## src/logic/sifhPkg.sv

```systemverilog
package sifhPkg;

    // controller states
    // clear runs once after reset, then accumulate/drain/scan loop per pixel
    typedef enum logic [1:0] {
        stClear      = 2'd0,
        stAccumulate = 2'd1,
        stDrain      = 2'd2,
        stScan       = 2'd3
    } fsmState_t;

    // peak finder phases
    typedef enum logic [1:0] {
        phIdle  = 2'd0,
        phTrack = 2'd1,
        phEmit  = 2'd2
    } scanPhase_t;

    // timestamp width in bits
    localparam int defStampWidth = 10;

    // upper timestamp bits that pick the bin
    localparam int defBinBits = 5;

    // histogram count width, saturating
    localparam int defCountWidth = 8;

    // pixels per frame before wrap to pixel 0
    localparam int defPixelNum = 4;

    // acquisitions per pixel
    localparam int defAcqNum = 4;

    // timestamps per acquisition
    localparam int defDataNum = 2;

endpackage

```

## src/logic/histRam.sv

```systemverilog
`timescale 1ns/1ps

module histRam #(
    parameter int binBits = sifhPkg::defBinBits,
    parameter int countWidth = sifhPkg::defCountWidth,
    parameter int pixelNum = sifhPkg::defPixelNum,
    localparam int pixWidth = (pixelNum > 1) ? $clog2(pixelNum) : 1,
    localparam int addrWidth = pixWidth + binBits,
    localparam int depth = pixelNum * (2 ** binBits)
) (
    input  logic                  clk,
    input  logic                  ramWrite,
    input  logic [addrWidth-1:0]  ramWaddr,
    input  logic [countWidth-1:0] ramWdata,
    input  logic [addrWidth-1:0]  ramRaddr,
    output logic [countWidth-1:0] ramRdata
);

    // one word per (pixel, bin)
    logic [countWidth-1:0] mem [depth];

    // write port
    always_ff @(posedge clk) begin
        if (ramWrite) begin
            mem[ramWaddr] <= ramWdata;
        end
    end

    // registered read port
    // same-address read and write returns the old word
    // and the controller forwards around this
    always_ff @(posedge clk) begin
        ramRdata <= mem[ramRaddr];
    end

    // a write to an X address would corrupt an unknown word
    writeAddrKnown: assert property (
        @(posedge clk) ramWrite |-> !$isunknown(ramWaddr)
    ) else $error("histRam: write with unknown address");

endmodule

```

## src/logic/histFsm.sv

```systemverilog
`timescale 1ns/1ps

module histFsm #(
    parameter int stampWidth = sifhPkg::defStampWidth,
    parameter int binBits = sifhPkg::defBinBits,
    parameter int countWidth = sifhPkg::defCountWidth,
    parameter int pixelNum = sifhPkg::defPixelNum,
    parameter int acqNum = sifhPkg::defAcqNum,
    parameter int dataNum = sifhPkg::defDataNum,
    localparam int pixWidth = (pixelNum > 1) ? $clog2(pixelNum) : 1,
    localparam int addrWidth = pixWidth + binBits,
    localparam int depth = pixelNum * (2 ** binBits),
    localparam int samplesPerPixel = acqNum * dataNum,
    localparam int cntWidth = (samplesPerPixel > 1) ? $clog2(samplesPerPixel) : 1
) (
    input  logic                  clk,
    input  logic                  reset,
    input  logic                  dataStrobe,
    input  logic [stampWidth-1:0] data,
    input  logic [countWidth-1:0] ramRdata,
    output logic                  wrEn,
    output logic                  ramWrite,
    output logic [addrWidth-1:0]  ramWaddr,
    output logic [countWidth-1:0] ramWdata,
    output logic [addrWidth-1:0]  ramRaddr,
    output logic                  binValid,
    output logic                  binFirst,
    output logic                  binLast,
    output logic [pixWidth-1:0]   scanPixel
);

    sifhPkg::fsmState_t state, stateNext;

    logic [addrWidth-1:0]  clearAddr;
    logic [pixWidth-1:0]   pixel;
    logic [cntWidth-1:0]   sampleCnt;
    logic [binBits-1:0]    binCnt;
    logic                  scanDone;
    logic                  accept;
    logic                  lastSample;
    logic                  scanRead;
    logic [addrWidth-1:0]  sampleAddr;
    logic [addrWidth-1:0]  scanAddr;
    // stage 1 of the read-modify-write
    logic                  s1Valid;
    logic [addrWidth-1:0]  s1Addr;
    logic                  fwdHit;
    logic [countWidth-1:0] fwdData;
    logic [countWidth-1:0] baseCount;
    logic [countWidth-1:0] incCount;

    assign accept = dataStrobe && wrEn;
    assign lastSample = (sampleCnt == cntWidth'(samplesPerPixel - 1));
    // bin comes from the top timestamp bits
    assign sampleAddr = {pixel, data[stampWidth-1 -: binBits]};
    assign scanRead = (state == sifhPkg::stScan) && !scanDone;
    assign scanPixel = pixel;

    // stage 1 base: forwarded value if the previous write hit this word
    assign baseCount = fwdHit ? fwdData : ramRdata;
    // saturating increment
    assign incCount = (baseCount == '1) ? baseCount : baseCount + 1'b1;

    // scan reads take priority on the read port
    assign ramRaddr = scanRead ? {pixel, binCnt} : sampleAddr;

    always_comb begin
        stateNext = state;
        case (state)
            sifhPkg::stClear:
                if (clearAddr == addrWidth'(depth - 1)) stateNext = sifhPkg::stAccumulate;
            sifhPkg::stAccumulate:
                if (accept && lastSample) stateNext = sifhPkg::stDrain;
            // one cycle for the last increment to land
            sifhPkg::stDrain:
                stateNext = sifhPkg::stScan;
            // leave on the final zero write
            sifhPkg::stScan:
                if (binLast) stateNext = sifhPkg::stAccumulate;
            default:
                stateNext = sifhPkg::stClear;
        endcase
    end

    // write port mux: clear, increment, scan zeroing
    always_comb begin
        ramWrite = 1'b0;
        ramWaddr = s1Addr;
        ramWdata = '0;
        if (state == sifhPkg::stClear) begin
            ramWrite = 1'b1;
            ramWaddr = clearAddr;
        end else if (s1Valid) begin
            ramWrite = 1'b1;
            ramWdata = incCount;
        end else if (binValid) begin
            ramWrite = 1'b1;
            ramWaddr = scanAddr;
        end
    end

    always_ff @(posedge clk) begin
        if (reset) begin
            state <= sifhPkg::stClear;
            wrEn <= 1'b0;
            clearAddr <= '0;
            pixel <= '0;
            sampleCnt <= '0;
            binCnt <= '0;
            scanDone <= 1'b0;
            s1Valid <= 1'b0;
            fwdHit <= 1'b0;
            binValid <= 1'b0;
            binFirst <= 1'b0;
            binLast <= 1'b0;
        end else begin
            state <= stateNext;
            // high exactly while accumulating
            wrEn <= (stateNext == sifhPkg::stAccumulate);
            if (state == sifhPkg::stClear) begin
                clearAddr <= clearAddr + 1'b1;
            end
            if (accept) begin
                sampleCnt <= lastSample ? '0 : sampleCnt + 1'b1;
            end
            s1Valid <= accept;
            // stage-1 write to the word just read, RAM returns stale data
            fwdHit <= accept && s1Valid && (s1Addr == sampleAddr);
            if (scanRead) begin
                binCnt <= binCnt + 1'b1;
                if (binCnt == '1) scanDone <= 1'b1;
            end
            // tags line up with the RAM read data
            binValid <= scanRead;
            binFirst <= scanRead && (binCnt == '0);
            binLast <= scanRead && (binCnt == '1);
            if (state == sifhPkg::stScan && binLast) begin
                scanDone <= 1'b0;
                pixel <= (pixel == pixWidth'(pixelNum - 1)) ? '0 : pixel + 1'b1;
            end
        end
    end

    // payload, no reset
    always_ff @(posedge clk) begin
        s1Addr <= sampleAddr;
        fwdData <= incCount;
        scanAddr <= {pixel, binCnt};
    end

    // wrEn is registered from the next state, must agree with state
    wrEnOnlyAccumulate: assert property (
        @(posedge clk) disable iff (reset) wrEn |-> (state == sifhPkg::stAccumulate)
    ) else $error("histFsm: wrEn high outside accumulate");

    // scan pass leaves the histogram zeroed
    scanWritesZero: assert property (
        @(posedge clk) disable iff (reset)
        (ramWrite && state == sifhPkg::stScan) |-> (ramWdata == '0)
    ) else $error("histFsm: nonzero write during scan");

endmodule

```

## src/logic/peakFinder.sv

```systemverilog
`timescale 1ns/1ps

module peakFinder #(
    parameter int binBits = sifhPkg::defBinBits,
    parameter int countWidth = sifhPkg::defCountWidth,
    parameter int pixelNum = sifhPkg::defPixelNum,
    localparam int pixWidth = (pixelNum > 1) ? $clog2(pixelNum) : 1
) (
    input  logic                  clk,
    input  logic                  reset,
    input  logic                  binValid,
    input  logic                  binFirst,
    input  logic                  binLast,
    input  logic [pixWidth-1:0]   scanPixel,
    input  logic [countWidth-1:0] ramRdata,
    output logic                  peakValid,
    output logic [pixWidth-1:0]   peakPixel,
    output logic [binBits-1:0]    peakBin,
    output logic [countWidth-1:0] peakCount
);

    sifhPkg::scanPhase_t phase;

    logic [pixWidth-1:0]   curPixel;
    logic [binBits-1:0]    binIdx;
    logic [binBits-1:0]    maxBin;
    logic [countWidth-1:0] maxCount;

    // control
    always_ff @(posedge clk) begin
        if (reset) begin
            phase <= sifhPkg::phIdle;
            peakValid <= 1'b0;
        end else begin
            peakValid <= 1'b0;
            case (phase)
                sifhPkg::phIdle, sifhPkg::phTrack: begin
                    if (binValid && binLast) phase <= sifhPkg::phEmit;
                    else if (binValid && binFirst) phase <= sifhPkg::phTrack;
                end
                // one pulse per pixel
                sifhPkg::phEmit: begin
                    peakValid <= 1'b1;
                    phase <= sifhPkg::phIdle;
                end
                default:
                    phase <= sifhPkg::phIdle;
            endcase
        end
    end

    // running max, strictly greater so ties keep the lower bin
    always_ff @(posedge clk) begin
        if (binValid) begin
            if (binFirst) begin
                curPixel <= scanPixel;
                maxCount <= ramRdata;
                maxBin <= '0;
                binIdx <= binBits'(1);
            end else begin
                binIdx <= binIdx + 1'b1;
                if (ramRdata > maxCount) begin
                    maxCount <= ramRdata;
                    maxBin <= binIdx;
                end
            end
        end
    end

    // result registers, loaded once the last bin is in
    always_ff @(posedge clk) begin
        if (phase == sifhPkg::phEmit) begin
            peakPixel <= curPixel;
            peakBin <= maxBin;
            peakCount <= maxCount;
        end
    end

    // back-to-back scans are at least a bin sweep apart
    singlePulse: assert property (
        @(posedge clk) disable iff (reset) peakValid |=> !peakValid
    ) else $error("peakFinder: peakValid held two cycles");

endmodule

```

## src/logic/sifhTop.sv

```systemverilog
`timescale 1ns/1ps

module sifhTop #(
    parameter int stampWidth = sifhPkg::defStampWidth,
    parameter int binBits = sifhPkg::defBinBits,
    parameter int countWidth = sifhPkg::defCountWidth,
    parameter int pixelNum = sifhPkg::defPixelNum,
    parameter int acqNum = sifhPkg::defAcqNum,
    parameter int dataNum = sifhPkg::defDataNum,
    localparam int pixWidth = (pixelNum > 1) ? $clog2(pixelNum) : 1,
    localparam int addrWidth = pixWidth + binBits
) (
    input  logic                  clk,
    input  logic                  reset,
    input  logic                  dataStrobe,
    input  logic [stampWidth-1:0] data,
    output logic                  wrEn,
    output logic                  peakValid,
    output logic [pixWidth-1:0]   peakPixel,
    output logic [binBits-1:0]    peakBin,
    output logic [countWidth-1:0] peakCount
);

    // RAM ports
    logic                  ramWrite;
    logic [addrWidth-1:0]  ramWaddr;
    logic [countWidth-1:0] ramWdata;
    logic [addrWidth-1:0]  ramRaddr;
    logic [countWidth-1:0] ramRdata;
    // scan tags toward the peak finder
    logic                  binValid;
    logic                  binFirst;
    logic                  binLast;
    logic [pixWidth-1:0]   scanPixel;

    histFsm #(
        .stampWidth(stampWidth),
        .binBits(binBits),
        .countWidth(countWidth),
        .pixelNum(pixelNum),
        .acqNum(acqNum),
        .dataNum(dataNum)
    ) histFsm_i (
        .clk(clk),
        .reset(reset),
        .dataStrobe(dataStrobe),
        .data(data),
        .ramRdata(ramRdata),
        .wrEn(wrEn),
        .ramWrite(ramWrite),
        .ramWaddr(ramWaddr),
        .ramWdata(ramWdata),
        .ramRaddr(ramRaddr),
        .binValid(binValid),
        .binFirst(binFirst),
        .binLast(binLast),
        .scanPixel(scanPixel)
    );

    histRam #(
        .binBits(binBits),
        .countWidth(countWidth),
        .pixelNum(pixelNum)
    ) histRam_i (
        .clk(clk),
        .ramWrite(ramWrite),
        .ramWaddr(ramWaddr),
        .ramWdata(ramWdata),
        .ramRaddr(ramRaddr),
        .ramRdata(ramRdata)
    );

    // samples RAM read data directly, tags come from the controller
    peakFinder #(
        .binBits(binBits),
        .countWidth(countWidth),
        .pixelNum(pixelNum)
    ) peakFinder_i (
        .clk(clk),
        .reset(reset),
        .binValid(binValid),
        .binFirst(binFirst),
        .binLast(binLast),
        .scanPixel(scanPixel),
        .ramRdata(ramRdata),
        .peakValid(peakValid),
        .peakPixel(peakPixel),
        .peakBin(peakBin),
        .peakCount(peakCount)
    );

endmodule

```

## config.mk

```make
export PLATFORM = sky130hd
export DESIGN_NAME = sifhTop
export DESIGN_NICKNAME = d
export VERILOG_FILES = /design/src/logic/sifhPkg.sv /design/src/logic/histRam.sv /design/src/logic/histFsm.sv /design/src/logic/peakFinder.sv /design/src/logic/sifhTop.sv
export SDC_FILE = /design/constraint.sdc
export NUM_CORES = 1
export LEC_CHECK = 0
export BUFFER_PORTS_ARGS = -buffer_cell sky130_fd_sc_hd__buf_2
export CAP_MARGIN = 20
export CORE_ASPECT_RATIO = 1.2
export CORE_MARGIN = 5
export CORE_UTILIZATION = 63
export CTS_CLUSTER_SIZE = 10
export DETAILED_ROUTE_END_ITERATION = 6
export GPL_TIMING_DRIVEN = 0
export PLACE_DENSITY = 0.86
export SETUP_SLACK_MARGIN = 0.3
export SYNTH_ARGS = -nofsm -noshare
export SYNTH_HDL_FRONTEND = slang
export SYNTH_SLANG_ARGS = --single-unit
```

## constraint.sdc

```tcl
create_clock -name clk -period 11.1 [get_ports clk]
set_input_delay 1.11 -clock clk [delete_from_list [all_inputs] [get_ports clk]]
set_output_delay 1.11 -clock clk [all_outputs]
set_load 0.02 [all_outputs]
```

# Word level (Yosys, flattened, before mapping)
# Memory sizes are Yosys's and may differ from the RTL's. A register that Yosys moved wholly into a read port is not among the register bits.
# Index checks and enable logic that the tools add are counted.
totals:
  ramBits: 1024
  register_bits: 86
  n_memories: 1
  in_bits: 13
  wordCells: 94
memory_table:
  columns: ["name", "depth", "width", "rd", "rd_ports_with_merged_regs", "wr", "line", "text"]
  rows:
  - ["histRam_i.mem", 128, 8, 1, 1, 1, "histRam.sv:20", "logic [countWidth-1:0] mem [depth];"]
op_classes:
  magnitude_cmp: 1
  n_reduce_logical: 23
  bitwise: 1
  n_mux: 25
  n_addsub: 6
  eq_ne: 12
ops:
  columns: ["operator", "count"]
  rows:
  - ["2-to-1 mux 8 bit", 6]
  - ["2-to-1 mux 7 bit", 3]
  - ["2-to-1 mux 2 bit", 6]
  - ["adder 5 x 1 -> 5 bit (second input constant)", 2]
  - ["logical AND 1 bit", 10]
  - ["2-to-1 mux 5 bit", 2]
  - ["adder 8 x 1 -> 8 bit (second input constant)", 1]
  - ["== test 2 bit (second input constant)", 4]
  - ["== test 8 bit (second input constant)", 1]
  - ["greater-than comparator 8 bit", 1]
  - ["one-hot mux 2 bit (4 select lines)", 1]
  - ["adder 7 x 1 -> 7 bit (second input constant)", 1]
  - ["== test 7 bit", 1]
  - ["== test 7 bit (second input constant)", 1]
  - ["== test 2 x 1 -> 1 bit (second input constant)", 3]
  - ["2-to-1 mux 1 bit", 6]
  - ["AND reduction 2 bit", 3]
  - ["OR reduction 2 bit", 3]
  - ["== test 5 bit (second input constant)", 1]
  - ["logical NOT 5 bit", 1]
  - ["logical NOT 2 bit", 2]
  - ["nonzero test 2 bit", 2]
  - ["adder 3 x 1 -> 3 bit (second input constant)", 1]
  - ["== test 3 bit (second input constant)", 1]
  - ["other kinds (5)", 5]

# Longest topological paths before layout
depth:
  word_depth: 5
  mapped_depth: 13

# Modules after synthesis
# A second synthesis with hierarchy kept.
hier_totals:
  hier_cells: 1968
  hier_area_um2: 43397.9
modules_own_cells:
  columns: ["mod", "area_each_um2", "cells_each", "instances"]
  rows:
  - ["histRam", 39665.5, 1635, 1]
  - ["histFsm", 2253.4, 242, 1]
  - ["peakFinder", 1478.9, 91, 1]

# Least setup slack after synthesis
# Ideal clock, no wire load.
synth_timing:
  path_kind: "reg-to-reg"
  from: "register histFsm_i.fwdHit"
  to: "memory histRam_i.mem[0][6] in the netlist's numbering, data pin"
  arrival_time_ps: 7028
  stages_incl_launch_ff: 8
  setup_ps: 1264
  path_slack_ps: 2808
  synth_period_minus_slack_ps: 8292
  required_ps: 9836
  path_cell_list: "dfxtp_1 > clkbuf_1 > nand2_1 > o21ai_0 > ha_1 > nand2_1 > or3_1 > a221oi_1"
synth_between:
  elab_chain_cells: 5
  word_cells_on_any_way: 6
  cone_classes: "add/sub: 1; eq/ne: 1; mux: 4"
synth_rtl:
  columns: ["item", "line", "text"]
  rows:
  - ["from (decl)", "histFsm.sv:47", "logic fwdHit;"]
  - ["from (signal assigned)", "histFsm.sv:128", "fwdHit <= accept && s1Valid && (s1Addr == sampleAddr);"]
  - ["2-to-1 mux 8 bit *", "histFsm.sv:60", "assign baseCount = fwdHit ? fwdData : ramRdata;"]
  - ["adder 8 x 1 -> 8 bit or == test 8 bit (tied branches)", "histFsm.sv:62", "assign incCount = (baseCount == '1) ? baseCount : baseCount + 1'b1;"]
  - ["2-to-1 mux 8 bit *", "histFsm.sv:62", null]
  - ["2-to-1 mux 8 bit *", "histFsm.sv:93", "end else if (s1Valid) begin"]
  - ["2-to-1 mux 8 bit *", "histFsm.sv:90", "if (state == sifhPkg::stClear) begin"]
  - ["net histFsm_i.ramWdata[6]", "histFsm.sv:24", "output logic [countWidth-1:0] ramWdata,"]
  - ["to (decl)", "histRam.sv:20", null]
# Mark *: on every way through the listed nets, which the timed path passes. The rest lies on a longest branch.

# Worst setup path in the final report
layout_timing:
  from: "input data[9]"
  to: "register histRam_i.ramRdata[4] (read register of histRam_i.mem)"
layout_between:
  elab_chain_cells: 1
layout_rtl:
  columns: ["item", "line", "text"]
  rows:
  - ["from (decl)", "sifhTop.sv:16", "input logic [stampWidth-1:0] data,"]
  - ["2-to-1 mux 5 bit", "histFsm.sv:65", "assign ramRaddr = scanRead ? {pixel, binCnt} : sampleAddr;"]
  - ["to (decl)", "histRam.sv:16", "output logic [countWidth-1:0] ramRdata"]
# Every way passes these cells.
# A chain may end at the register's enable or synchronous reset.

==> results.cfg <==
[cells_and_area]
post-route-util_pct = 71.45
drive_gt1_share_pct = 11.31
synthToLayoutAreaGrowth_pct = 12.37
finalInstanceArea_mm2 = 0.04975
nNetsFinal = 3241

[routing]
wire_per_inst_um = 31.60
drtIter0Drc = 4724
dr_total_vias = 28967
antenna_left = 0
drc = 1
firstDrtPassIters = 7
via_per_inst = 6.937
routed_wl_um = 132000

[worst_setup_path]
cp-startpoint = data[9]
r2r_end = histRam_i.ramRdata[4]$_DFF_P_
criticalPathCategory = input pin to flip-flop
crit_family = simple AND/OR/NAND/NOR gates
setup.worst_path.end_class = flip-flop
critPathMaxStageDelay_ns = 0.91
start_kind = input pin
rrSetupSlack_ns = 6.15
regToRegStartpoint = histFsm_i.scanDone$_SDFFE_PP0P_
crit_arrival_ns = 5.61
cp_max_fo = 10
crit_chain = buf_2 -> clkbuf_1 -> nor2b_1 -> mux2i_4 -> nand2b_1 -> clkbuf_1 -> clkbuf_1 -> o22ai_1 -> nor4_1 -> nor2_1 -> a2111oi_2 -> a311oi_1
cp_common_cell = clkbuf_1
worstPathRequired_ns = 11.61
path_buf_inv = 4
cp_slowest_cell = nor4_1
rr_worst_depth = 10

[synthesis]
synth_top_cell_area_share_pct = 71.82
yosys.area_share.simple_pct = 10.91
synth_xor_xnor_area_share_pct = 0.3956
ys_seq_elements = 1116
synthMuxAreaShare_pct = 6.745
yosysSeqAreaShare_pct = 74.40
synth_area_per_cell_um2 = 14.63
synth_top_family_by_area = simple AND/OR/NAND/NOR gates
synth_ff_type = edfxtp_1
synth_edf_count = 1059
synth_cell_types = 60
synthesis.area_mm2 = 0.04428
yosysTopAreaCell = edfxtp_1
synth_compound_area_share_pct = 4.742
netlist_top_cells_count = edfxtp_1 (1059), nand2_1 (591), nand3_1 (214)
synth_nets = 3057
yosysMostFrequentCell = edfxtp_1
async_flop_share_pct = 0
ys_warn_count = 0
synthTopCellsByArea = edfxtp_1 (72%), nand2_1 (5.0%), mux2i_1 (4.1%), dfxtp_1 (2.6%), nand3_1 (2.4%)
synth-adder-area-share_pct = 0.4804
netlist_instances = 3027

[grt]
track_usage_pct = 34.46
grt_pass1_wl_um = 188500
overflow = 0
grt_pass1_vias = 29366
busiest_layer = met2
use_met1_pct = 38.64
use_met3_pct = 11.86
antenna_found_initial = 7
grt_max_degree = 75
grtUsageMet2_pct = 55.08

[min_path]
hold_class = flip-flop to flip-flop
hp-start = histFsm_i.binCnt[2]$_SDFFE_PP0P_
hold_end = histFsm_i.scanAddr[2]$_DFF_P_
whs_path_depth = 0

[timing]
rsz0062_at_grt = false
setup_viol = 0
fmax_mhz = 195.8
fin_setup_tns_ns = 0
maxSlewHeadroom_pct = 13.94
skew_ns = 0.03684
drv_slew = 0
min_period_ns = 5.107
timing.final.crit_share_pct = 46.00
worst_pin_slew_ns = 1.291
hold_viol = 0

[place]
dpl.hpwl_um = 87650
place_area_mm2 = 0.04610
port_buffers = 23
globalplace.congestion = 1.053

[clock_tree]
clockBufferDepth = 3
cts_sinks = 1116
cts_setup_buffers = 0
cts_tree = built
clock_latency_ns = 0.74
cts_root_buf = clkbuf_16
cts.repair.resized = 0
hold_buffers = 0
cts_max_level = 4
cts_buffers = 130
clk_pin_slew_worst_paths_ns = 0.05

[floorplan]
io_pins = 30
die-area_mm2 = 0.07570
die_x_um = 252.0
core_area_mm2 = 0.06963
row_count = 106
fp.dieH_um = 300.4
initial_core_util_pct = 63.59

[power]
ir_drop_uv = 155.4
power.leakage_nw = 16.94
p_per_area_mw_per_mm2 = 176.4

[run_status]
status = finished with violations
violations = design-rule violations

[flow_run]
cap_violations = 0
per-stage QoR:
| stage | setup slack [ns] | hold WS [ns] | power (W) | instances |
|---|---|---|---|---|
| 3_5_place_dp | 5.586 | 0.3331 | 0.005054 | 3993 |
| 5_1_grt | 6.177 | 0.3672 | 0.008960 | 4171 |
| 6_report | 5.993 | 0.3586 | 0.008777 | 4176 |
| 3_3_place_gp | -1.522 | 0.3404 | 0.005036 | 3968 |
| 4_1_cts | 6.336 | 0.3521 | 0.008737 | 4167 |
| 2_1_floorplan | 2.808 | 0.3258 | 0.004893 | 3027 |
state kept, by name (all words and copies together), names as in the netlist, 3 cells and up:
signal / flops
histFsm_i.scanAddr: 6
histFsm_i.clearAddr: 7
histRam_i.mem: 1024
peakFinder_i.peakCount: 8
histRam_i.ramRdata: 8
histFsm_i.s1Addr: 6
histFsm_i.sampleCnt: 3
histFsm_i.binCnt: 5
peakFinder_i.binIdx: 5
peakFinder_i.maxCount: 8
peakFinder_i.peakBin: 5
histFsm_i.fwdData: 8
peakFinder_i.maxBin: 5
final cells by class:
class	count	area [um2]
fill	4060	19880
antenna	5	12.51
inverter	12	45.04
clock inverter	12	148.9
multi-input combinational	1731	10380
clock buffer	162	3458
buffer	168	984.7
sequential	1116	32940
timing repair buffer	52	631.9
tap	918	1149
worst register-to-register path, delay by kind of cell, from the launching register on:
kind	cells	cell delay [ns]
mux	1	0.49
buf+inv	2	1.08
simple gates	4	1.48
flops	1	0.40
compound gates	3	1.26
cell usage in the layout, fill, tap and decap left out, drive strengths merged, types with 15 or more instances in the layout:
| cell type | n |
|---|---|
| a21oi | 150 |
| nor2 | 179 |
| ha | 17 |
| edfxtp | 1059 |
| nor3 | 15 |
| mux2i | 183 |
| nand4 | 22 |
| a22oi | 16 |
| o22ai | 60 |
| nor4 | 39 |
| xor2 | 16 |
| dfxtp | 57 |
| o21ai | 32 |
| buf | 160 |
| nor2b | 19 |
| nand3 | 214 |
| clkbuf | 222 |
| o221ai | 15 |
| a31oi | 20 |
| inv | 18 |
| nand2 | 592 |
| mux4 | 46 |
where the power goes:
| part | switching [W] | internal [W] | leakage (nW) |
|---|---|---|---|
| Combinational | 0.000301 | 0.000120 | 5.37 |
| Clock | 0.00160 | 0.00217 | 1.75 |
| Sequential | 0.0000144 | 0.00457 | 9.82 |
worst max-delay path by stage:
stage	cells past startpoint	slack, ns	to
floorplan	7	2.81	histRam_i.mem[0][6]$_DFFE_PP_
global placement	7	-1.52	histRam_i.mem[62][6]$_DFFE_PP_
detailed placement	12	5.59	histRam_i.ramRdata[5]$_DFF_P_
CTS	12	6.34	histRam_i.ramRdata[5]$_DFF_P_
global route	12	6.18	histRam_i.ramRdata[5]$_DFF_P_
finish	12	5.99	histRam_i.ramRdata[4]$_DFF_P_
routing by layer:
| layer | share of wire [%] | vias to the layer above |
|---|---|---|
| met5 | 0.046 | - |
| met4 | 9.0 | 10 |
| met3 | 13 | 750 |
| met2 | 47 | 2591 |
| met1 | 31 | 13886 |
| li1 | - | 11730 |
kinds of logic after synthesis:
logic type,Yosys count
multiplexers,237
AND/OR/NAND/NOR,1119
buffers and inverters,180
AO/OA/AOI/OAI,338
adder cells (fa/ha/maj),17
flip-flops,1116
XOR/XNOR,20
Power figures use the tool's default switching activity.
